$ cat config.mk
export PLATFORM = sky130hd
export DESIGN_NAME = uart_string_top
export DESIGN_NICKNAME = d
export VERILOG_FILES = /design/src/uart_frame_pkg.sv /design/src/uart_byte_if.sv /design/src/baud_timer.sv /design/src/frame_rx_parser.sv /design/src/frame_tx_fsm.sv /design/src/uart_rx.sv /design/src/uart_string_top.sv /design/src/uart_tx.sv
export SDC_FILE = /design/constraint.sdc
export NUM_CORES = 1
export LEC_CHECK = 0
export BUFFER_PORTS_ARGS = -buffer_cell sky130_fd_sc_hd__clkbuf_2
export CORE_ASPECT_RATIO = 0.7
export CORE_UTILIZATION = 49
export DETAILED_ROUTE_END_ITERATION = 12
export PLACE_DENSITY_LB_ADDON = 0.1
export SLEW_MARGIN = 20
export SYNTH_ARGS = -nofsm -noshare
export SYNTH_HDL_FRONTEND = slang
export SYNTH_SLANG_ARGS = --single-unit
$ cat constraint.sdc
create_clock -name sys_clk -period 21.3 [get_ports sys_clk]
set_input_delay 4.26 -clock sys_clk [delete_from_list [all_inputs] [get_ports sys_clk]]
set_output_delay 4.26 -clock sys_clk [all_outputs]
set_load 0.03 [all_outputs]
$ cat src/uart_frame_pkg.sv
// uart string transceiver shared definitions
// character and length types, frame marker, state encodings
package uart_frame_pkg;

	// one character on the serial line
	typedef logic [7:0] byte_t;

	// character count of a string, up to 255
	typedef logic [7:0] len_t;

	// ampersand, sent in pairs around the content
	localparam byte_t FRAME_MARK = 8'h26;

	// frame transmit sequencer
	typedef enum logic [2:0] {
		TX_IDLE,
		TX_OPEN1,
		TX_OPEN2,
		TX_BODY,
		TX_CLOSE1,
		TX_CLOSE2,
		TX_FINISH
	} tx_state_t;

	// frame receive parser, RX_MARK holds one pending ampersand
	typedef enum logic [1:0] {
		RX_HUNT,
		RX_OPEN,
		RX_BODY,
		RX_MARK
	} rx_state_t;

	// bit level state of the serializer and deserializer
	typedef enum logic [1:0] {
		BIT_IDLE,
		BIT_START,
		BIT_DATA,
		BIT_STOP
	} uart_bit_state_t;

endpackage

$ cat src/uart_byte_if.sv
// transmit byte path between the frame sequencer and the serializer
// start is a single-cycle request, done pulses at the end of the stop bit
interface uart_byte_if
	import uart_frame_pkg::*;
();

	byte_t data;
	logic  start;
	logic  busy;
	logic  done;

	// frame sequencer side
	modport ctrl (
		output data,
		output start,
		input  busy,
		input  done
	);

	// serializer side
	modport ser (
		input  data,
		input  start,
		output busy,
		output done
	);

endinterface

$ cat src/baud_timer.sv
// bit period counter
// ticks every CLKS_PER_BIT clocks while run is high, half makes the
// first period half a bit long for mid-bit sampling
module baud_timer #(
	parameter int CLKS_PER_BIT = 16
) (
	input  logic sys_clk,
	input  logic sys_rst_n,
	input  logic run,
	input  logic half,
	output logic tick
);

	localparam int CW = $clog2(CLKS_PER_BIT + 1);
	localparam logic [CW-1:0] LAST = CW'(CLKS_PER_BIT - 1);
	// preload so that only CLKS_PER_BIT/2 counts remain before the first tick
	localparam logic [CW-1:0] HALF_START = CW'(CLKS_PER_BIT - CLKS_PER_BIT / 2);

	logic [CW-1:0] cnt;

	assign tick = run && (cnt == LAST);

	always_ff @(posedge sys_clk or negedge sys_rst_n) begin
		if (!sys_rst_n) begin
			cnt <= '0;
		end else if (!run) begin
			cnt <= half ? HALF_START : '0;
		end else if (tick) begin
			cnt <= '0;
		end else begin
			cnt <= cnt + 1'b1;
		end
	end

	// counter wraps at the bit boundary
	a_cnt_range: assert property (
		@(posedge sys_clk) disable iff (!sys_rst_n)
		cnt < CLKS_PER_BIT
	) else $error("baud_timer count out of range");

endmodule

$ cat src/frame_rx_parser.sv
// frame receive parser
// hunts for a mark pair, collects content up to the closing pair and
// publishes string and length, or flags an overflow
module frame_rx_parser
	import uart_frame_pkg::*;
#(
	parameter int MAX_CHARS = 16
) (
	input  logic                   sys_clk,
	input  logic                   sys_rst_n,
	input  byte_t                  rx_byte,
	input  logic                   rx_byte_valid,
	output logic [MAX_CHARS*8-1:0] rx_string,
	output len_t                   rx_length,
	output logic                   rx_busy,
	output logic                   rx_done,
	output logic                   rx_err
);

	rx_state_t             state;
	byte_t [MAX_CHARS-1:0] work_buf;
	len_t                  cnt;
	logic                  is_mark;
	logic                  room1;
	logic                  room2;

	assign is_mark = (rx_byte == FRAME_MARK);
	// space for one byte, or for a pending mark plus one byte
	assign room1   = int'(cnt) < MAX_CHARS;
	assign room2   = int'(cnt) + 2 <= MAX_CHARS;
	assign rx_busy = (state == RX_BODY) || (state == RX_MARK);

	always_ff @(posedge sys_clk or negedge sys_rst_n) begin
		if (!sys_rst_n) begin
			state     <= RX_HUNT;
			cnt       <= '0;
			rx_done   <= 1'b0;
			rx_err    <= 1'b0;
			rx_string <= '0;
			rx_length <= '0;
		end else begin
			rx_done <= 1'b0;
			rx_err  <= 1'b0;
			if (rx_byte_valid) begin
				case (state)
					RX_HUNT: if (is_mark) state <= RX_OPEN;
					RX_OPEN: begin
						state <= is_mark ? RX_BODY : RX_HUNT;
						cnt   <= '0;
					end
					RX_BODY: begin
						if (is_mark) begin
							state <= RX_MARK;
						end else if (!room1) begin
							rx_err <= 1'b1;
							state  <= RX_HUNT;
						end else begin
							cnt <= cnt + 1'b1;
						end
					end
					RX_MARK: begin
						if (is_mark) begin
							// closing pair
							rx_string <= work_buf;
							rx_length <= cnt;
							rx_done   <= 1'b1;
							state     <= RX_HUNT;
						end else if (!room2) begin
							rx_err <= 1'b1;
							state  <= RX_HUNT;
						end else begin
							cnt   <= cnt + 2'd2;
							state <= RX_BODY;
						end
					end
					default: state <= RX_HUNT;
				endcase
			end
		end
	end

	// working buffer, a lone mark is kept as content
	always_ff @(posedge sys_clk) begin
		if (rx_byte_valid && !is_mark) begin
			if (state == RX_BODY && room1) begin
				work_buf[cnt] <= rx_byte;
			end else if (state == RX_MARK && room2) begin
				work_buf[cnt]        <= FRAME_MARK;
				work_buf[cnt + 1'b1] <= rx_byte;
			end
		end
	end

	a_cnt_bound: assert property (
		@(posedge sys_clk) disable iff (!sys_rst_n)
		cnt <= MAX_CHARS
	) else $error("frame_rx_parser count above MAX_CHARS");

endmodule

$ cat src/frame_tx_fsm.sv
// frame transmit sequencer
// sends two marks, the content bytes from index 0 and two closing marks,
// one byte per serializer done
module frame_tx_fsm
	import uart_frame_pkg::*;
#(
	parameter int MAX_CHARS = 16
) (
	input  logic                   sys_clk,
	input  logic                   sys_rst_n,
	input  logic [MAX_CHARS*8-1:0] tx_string,
	input  len_t                   tx_length,
	input  logic                   tx_req,
	output logic                   tx_busy,
	output logic                   tx_done,
	uart_byte_if.ctrl              bus
);

	tx_state_t             state;
	byte_t [MAX_CHARS-1:0] str_q;
	len_t                  len_q;
	len_t                  idx;

	assign tx_busy = (state != TX_IDLE) && (state != TX_FINISH);
	assign tx_done = (state == TX_FINISH);

	// content byte in the body, a mark everywhere else
	assign bus.data = (state == TX_BODY) ? str_q[idx] : FRAME_MARK;

	always_ff @(posedge sys_clk or negedge sys_rst_n) begin
		if (!sys_rst_n) begin
			state     <= TX_IDLE;
			idx       <= '0;
			bus.start <= 1'b0;
		end else begin
			bus.start <= 1'b0;
			case (state)
				TX_IDLE: begin
					if (tx_req) begin
						state     <= TX_OPEN1;
						bus.start <= 1'b1;
					end
				end
				TX_OPEN1: begin
					if (bus.done) begin
						state     <= TX_OPEN2;
						bus.start <= 1'b1;
					end
				end
				TX_OPEN2: begin
					if (bus.done) begin
						// empty string goes straight to the closing marks
						state     <= (len_q == '0) ? TX_CLOSE1 : TX_BODY;
						idx       <= '0;
						bus.start <= 1'b1;
					end
				end
				TX_BODY: begin
					if (bus.done) begin
						if (len_t'(idx + 1'b1) == len_q) begin
							state <= TX_CLOSE1;
						end else begin
							idx <= idx + 1'b1;
						end
						bus.start <= 1'b1;
					end
				end
				TX_CLOSE1: begin
					if (bus.done) begin
						state     <= TX_CLOSE2;
						bus.start <= 1'b1;
					end
				end
				TX_CLOSE2: if (bus.done) state <= TX_FINISH;
				TX_FINISH: state <= TX_IDLE;
				default:   state <= TX_IDLE;
			endcase
		end
	end

	// request captured once, held for the whole frame
	always_ff @(posedge sys_clk) begin
		if (state == TX_IDLE && tx_req) begin
			str_q <= tx_string;
			len_q <= tx_length;
		end
	end

	a_len_fits: assert property (
		@(posedge sys_clk) disable iff (!sys_rst_n)
		(state != TX_IDLE) |-> (len_q <= MAX_CHARS)
	) else $error("frame_tx_fsm length above MAX_CHARS");

endmodule

$ cat src/uart_rx.sv
// 8N1 deserializer
// two-flop synchronizer, falling edge detect, start bit recheck at
// mid-bit, data sampled at mid-bit, byte dropped on a low stop bit
module uart_rx
	import uart_frame_pkg::*;
#(
	parameter int CLKS_PER_BIT = 16
) (
	input  logic  sys_clk,
	input  logic  sys_rst_n,
	input  logic  rx,
	output byte_t rx_byte,
	output logic  rx_byte_valid
);

	uart_bit_state_t state;
	logic            rx_s1;
	logic            rx_s2;
	logic            rx_prev;
	logic            fall;
	byte_t           shreg;
	logic [2:0]      bit_idx;
	logic            tick;

	// half period first, so every tick lands mid-bit
	baud_timer #(
		.CLKS_PER_BIT (CLKS_PER_BIT)
	) i_baud_timer (
		.sys_clk   (sys_clk),
		.sys_rst_n (sys_rst_n),
		.run       (state != BIT_IDLE),
		.half      (1'b1),
		.tick      (tick)
	);

	// line idles high
	always_ff @(posedge sys_clk or negedge sys_rst_n) begin
		if (!sys_rst_n) begin
			rx_s1   <= 1'b1;
			rx_s2   <= 1'b1;
			rx_prev <= 1'b1;
		end else begin
			rx_s1   <= rx;
			rx_s2   <= rx_s1;
			rx_prev <= rx_s2;
		end
	end

	assign fall = rx_prev && !rx_s2;

	always_ff @(posedge sys_clk or negedge sys_rst_n) begin
		if (!sys_rst_n) begin
			state         <= BIT_IDLE;
			bit_idx       <= '0;
			rx_byte_valid <= 1'b0;
		end else begin
			rx_byte_valid <= 1'b0;
			case (state)
				BIT_IDLE: if (fall) state <= BIT_START;
				BIT_START: begin
					// high again at mid-bit means a glitch
					if (tick) begin
						state   <= rx_s2 ? BIT_IDLE : BIT_DATA;
						bit_idx <= '0;
					end
				end
				BIT_DATA: begin
					if (tick) begin
						if (bit_idx == 3'd7) state <= BIT_STOP;
						bit_idx <= bit_idx + 1'b1;
					end
				end
				BIT_STOP: begin
					if (tick) begin
						state         <= BIT_IDLE;
						rx_byte_valid <= rx_s2;
					end
				end
				default: state <= BIT_IDLE;
			endcase
		end
	end

	// data path, bits arrive lsb first
	always_ff @(posedge sys_clk) begin
		if (state == BIT_DATA && tick) shreg <= {rx_s2, shreg[7:1]};
		if (state == BIT_STOP && tick && rx_s2) rx_byte <= shreg;
	end

endmodule

$ cat src/uart_string_top.sv
// uart string transceiver top level
// framing sequencer and parser on a full duplex 8N1 link
module uart_string_top
	import uart_frame_pkg::*;
#(
	parameter int CLKS_PER_BIT = 16,
	parameter int MAX_CHARS    = 16
) (
	input  logic                   sys_clk,
	input  logic                   sys_rst_n,
	input  logic [MAX_CHARS*8-1:0] tx_string,
	input  len_t                   tx_length,
	input  logic                   tx_req,
	output logic                   tx_busy,
	output logic                   tx_done,
	output logic [MAX_CHARS*8-1:0] rx_string,
	output len_t                   rx_length,
	output logic                   rx_busy,
	output logic                   rx_done,
	output logic                   rx_err,
	input  logic                   uart_rx_port,
	output logic                   uart_tx_port
);

	byte_t rx_byte;
	logic  rx_byte_valid;

	uart_byte_if i_tx_bus ();

	// transmit direction
	frame_tx_fsm #(
		.MAX_CHARS (MAX_CHARS)
	) i_frame_tx_fsm (
		.sys_clk   (sys_clk),
		.sys_rst_n (sys_rst_n),
		.tx_string (tx_string),
		.tx_length (tx_length),
		.tx_req    (tx_req),
		.tx_busy   (tx_busy),
		.tx_done   (tx_done),
		.bus       (i_tx_bus.ctrl)
	);

	uart_tx #(
		.CLKS_PER_BIT (CLKS_PER_BIT)
	) i_uart_tx (
		.sys_clk   (sys_clk),
		.sys_rst_n (sys_rst_n),
		.bus       (i_tx_bus.ser),
		.tx        (uart_tx_port)
	);

	// receive direction
	uart_rx #(
		.CLKS_PER_BIT (CLKS_PER_BIT)
	) i_uart_rx (
		.sys_clk       (sys_clk),
		.sys_rst_n     (sys_rst_n),
		.rx            (uart_rx_port),
		.rx_byte       (rx_byte),
		.rx_byte_valid (rx_byte_valid)
	);

	frame_rx_parser #(
		.MAX_CHARS (MAX_CHARS)
	) i_frame_rx_parser (
		.sys_clk       (sys_clk),
		.sys_rst_n     (sys_rst_n),
		.rx_byte       (rx_byte),
		.rx_byte_valid (rx_byte_valid),
		.rx_string     (rx_string),
		.rx_length     (rx_length),
		.rx_busy       (rx_busy),
		.rx_done       (rx_done),
		.rx_err        (rx_err)
	);

endmodule

$ cat src/uart_tx.sv
// 8N1 serializer
// latches a byte on start, then sends start bit, eight data bits lsb
// first and the stop bit, one per bit tick
module uart_tx
	import uart_frame_pkg::*;
#(
	parameter int CLKS_PER_BIT = 16
) (
	input  logic     sys_clk,
	input  logic     sys_rst_n,
	uart_byte_if.ser bus,
	output logic     tx
);

	uart_bit_state_t state;
	byte_t           shreg;
	logic [2:0]      bit_idx;
	logic            tick;

	baud_timer #(
		.CLKS_PER_BIT (CLKS_PER_BIT)
	) i_baud_timer (
		.sys_clk   (sys_clk),
		.sys_rst_n (sys_rst_n),
		.run       (state != BIT_IDLE),
		.half      (1'b0),
		.tick      (tick)
	);

	// busy follows the state, so it drops together with done
	assign bus.busy = (state != BIT_IDLE);

	always_ff @(posedge sys_clk or negedge sys_rst_n) begin
		if (!sys_rst_n) begin
			state    <= BIT_IDLE;
			bit_idx  <= '0;
			bus.done <= 1'b0;
		end else begin
			bus.done <= 1'b0;
			case (state)
				BIT_IDLE: if (bus.start) state <= BIT_START;
				BIT_START: begin
					if (tick) begin
						state   <= BIT_DATA;
						bit_idx <= '0;
					end
				end
				BIT_DATA: begin
					if (tick) begin
						if (bit_idx == 3'd7) state <= BIT_STOP;
						bit_idx <= bit_idx + 1'b1;
					end
				end
				BIT_STOP: begin
					if (tick) begin
						state    <= BIT_IDLE;
						bus.done <= 1'b1;
					end
				end
				default: state <= BIT_IDLE;
			endcase
		end
	end

	// shift register, lsb goes out first
	always_ff @(posedge sys_clk) begin
		if (state == BIT_IDLE && bus.start) begin
			shreg <= bus.data;
		end else if (state == BIT_DATA && tick) begin
			shreg <= shreg >> 1;
		end
	end

	always_comb begin
		case (state)
			BIT_START: tx = 1'b0;
			BIT_DATA:  tx = shreg[0];
			default:   tx = 1'b1;
		endcase
	end

	// the sequencer must wait for the previous byte to finish
	a_start_when_idle: assert property (
		@(posedge sys_clk) disable iff (!sys_rst_n)
		bus.start |-> !bus.busy
	) else $error("uart_tx start while busy");

endmodule
==> impl_results.md <==
- Drt pass-1 iters: 5
- Delay of the slowest cell on the worst path: 770 ps
- Vias in the first global route: 13900
- DR iter-0 viols: 1220
- Leading area contributor after synthesis: edfxtp_1
- # hold bufs at CTS: 0
- Avg WL per Cell: 20.7 um
- Die area: 42200 um^2
- Number of diodes: 0
- Layout cells sized above 1: 22.7%
- Via density: 5.73
- Tmin final: 6320 ps
- Critical path depth in cells: 3
- Internal power: 1.55 mW
- Mapped Nets: 1818
- FP Rows: 61
- Ports: 282
- Net Sw Frac: 22.2%
- Most frequent cells in the layout: 452 x nand2_1, 288 x edfxtp_1, 280 x clkbuf_2, 181 x dfrtp_1, 86 x a22o_1
- Detail Route Antenna Nets: 0
- Slew margin rel.: 20.1%
- Placed Area: 22000 um^2
- Initial antenna violation count: 0
- GRT overflow: 0
- Net count, final: 2063
- Leak pwr: 9.79 nW
- Gr busiest metal: met1
- Final Skew: 18.6 ps
- MaxCap Viol Count: 0
- Synthesized area per cell: 12.2 um^2
- Reg2reg setup slack: 17270 ps
- Synth-to-layout area growth: 16.2%
- Final Hold Violating Endpoints: 0
- Max VDD drop: 0.0723 mV
- Max H-tree Level: 2
- #FFs+latches synth: 473
- Vias: 14200
- Detailed placement HPWL: 34900 um
- Die Ht: 172 um
- WP buf/inv: 2
- Design area: 23600 um^2
- Clock Path Buffers: 3
- Final core occ: 58.6%
- CTS tree: yes
- Hold Path Depth: 0
- Netlist cell types: 81
- GPL Wtd Cong: 0.851
- Met2 Use GR: 35.3%
- Worst EP arrival: 2060 ps
- Ys flop type: edfxtp_1
- Top delay family on crit path: flip-flops
- Sequential area share after synthesis: 65.5%
- Initial core utilization: 50.4%
- First-pass GRT wire length: 80100 um
- Crit path max-delay cell type: dfrtp_1
- Comb power frac: 5.4%
- TritonCTS Buffers: 47
- CP cell instances: inv_1 -> and3_1 -> clkbuf_2
- Reg clk slew, reported paths: 60 ps
- Post-route clock period utilization: 29.7%
- Mapped Cells: 1660
- Critical path endpoint category: primary output
- Core outline area: 40200 um^2
- # setup viols final: 0
- Synthesized cell area: 20300 um^2
- Most common cell after layout, fill and taps aside: nand2_1
- DR DRC count: 0
- Worst-Margin Slew: 1200 ps
- IO Port Bufs: 281
- Worst-Skew Late Latency: 560 ps
- Main area contributors after synthesis: edfxtp_1 43%, dfrtp_1 22%, nand2_1 8.4%
- Tot GR Track Use: 24.7%
- Crit start category: flop
- Pwr dens: 84.5 nW/um^2
- Sequential power share: 53.6%
- Setup TNS: 0 ps
- Unrepaired setup endpoints after global routing: no
- Crit Path Class: reg2out
- Worst Path Required: 17040 ps
- Global-route met1 utilization: 38.7%
- P_sw: 0.442 mW
- Cell depth of the worst flop-to-flop path: 7
- Status: finished clean
- Peak Freq: 158 MHz
- Async SR Flop Fraction: 39.1%
- Clock sink count: 473
- Fin cells: 2478
- Die Wd: 245 um
- Clock power frac: 41.1%
- Crit-path max FO: 21
- Synth top area share: 42.6%
- Fin. max-slew vios: 0
- Largest net degree at the start of global routing: 82
- Met3 GRT Util: 4.72%
- Placed cell count: 2390
- Clock root cell: clkbuf_16
- Syn. warnings: 0
- Post-synth EDFFs: 288
- Post_cts resized: 0
- WHS: 355 ps
- Hold Crit Class: reg2reg
- Routed WL: 51300 um
- Post-CTS setup buffer count: 0
[layout make-up]
type / instances / area, um^2
repair buffers: 296 / 1560
clock inverters: 21 / 128
fillers: 3347 / 16700
flip-flops and latches: 473 / 13300
well taps: 535 / 669
clock buffers: 66 / 1390
multi-input cells: 1063 / 6450
inverters: 24 / 92.6
[path summary, 6_finish.rpt]
kind	start	end
worst min register to register	i_uart_rx.rx_s1	i_uart_rx.rx_s2
worst min-delay path	i_uart_rx.rx_s1	i_uart_rx.rx_s2
max in group asynchronous	sys_rst_n	i_frame_rx_parser.rx_string[21]
min in group asynchronous	sys_rst_n	i_frame_rx_parser.rx_string[29]
worst max register to register	i_frame_rx_parser.cnt[0]	i_frame_rx_parser.work_buf[80]
worst max-delay path	i_frame_tx_fsm.state[0]	tx_done
[registers in the layout, summed over array words and instances (netlist names), 8 cells and up, named ones only]
signal,flops
i_frame_tx_fsm.idx,8
i_uart_rx.rx_byte,8
i_frame_tx_fsm.str_q,128
i_uart_tx.shreg,8
i_frame_rx_parser.cnt,8
i_uart_rx.shreg,8
i_frame_tx_fsm.len_q,8
i_frame_rx_parser.work_buf,128
i_frame_rx_parser.rx_length,8
i_frame_rx_parser.rx_string,128
[logic make-up (layout without fill, tap and decap cells)]
| group | Yosys count | count (layout) | share of synthesized area, % |
|---|---|---|---|
| AND/OR/NAND/NOR | 670 | 670 | 14.3 |
| flip-flops | 473 | 473 | 65.5 |
| AO/OA/AOI/OAI | 306 | 306 | 11.1 |
| buffers and inverters | 124 | 407 | 2.76 |
| multiplexers | 51 | 51 | 4.47 |
| adder cells (fa/ha/maj) | 18 | 18 | 1.11 |
| XOR/XNOR | 18 | 18 | 0.777 |
[cells in the mapped netlist, drive strengths merged (3+ instances only)]
cell	n
o221a	3
clkbuf	59
dfrtp	182
o221ai	7
xnor2	8
a2bb2oi	21
nor2	62
nand2b	7
inv	24
a31oi	5
nand2	454
mux2i	14
nor2b	5
mux4	31
and2	10
nand3	26
or4	3
a21o	5
and3	7
o31ai	4
nor4	6
nor3b	4
edfxtp	288
mux2	6
nor4b	3
nand4	4
xor2	10
a21oi	59
o22a	5
dfstp	3
buf	41
and3b	3
o21ai	53
ha	18
a211oi	4
or3	6
o211ai	6
nor3	66
a22o	86
o22ai	20
[metal layers]
layer,up-vias,wire (um)
met1,7085,24700
met2,513,21900
met3,68,3920
met5,-,0
met4,0,893
li1,6536,-
[power groups by stage]
stage | registers (mW) | logic (mW) | clock network, mW
after floorplan | 1.09 | 0.0749 | 0
after global placement | 1.08 | 0.104 | 0
after detailed placement | 1.08 | 0.108 | 0
after CTS | 1.07 | 0.108 | 0.835
after global routing | 1.07 | 0.120 | 0.867
final | 1.07 | 0.107 | 0.818
[per-stage QoR]
stage	setup slack [ps]	total power, mW
after global placement	14810	1.19
after floorplan	2380	1.17
final	14980	1.99
after detailed placement	14750	1.19
after CTS	14970	2.01
after global routing	14830	2.06
Note: power is estimated with default switching activity, not from simulation.
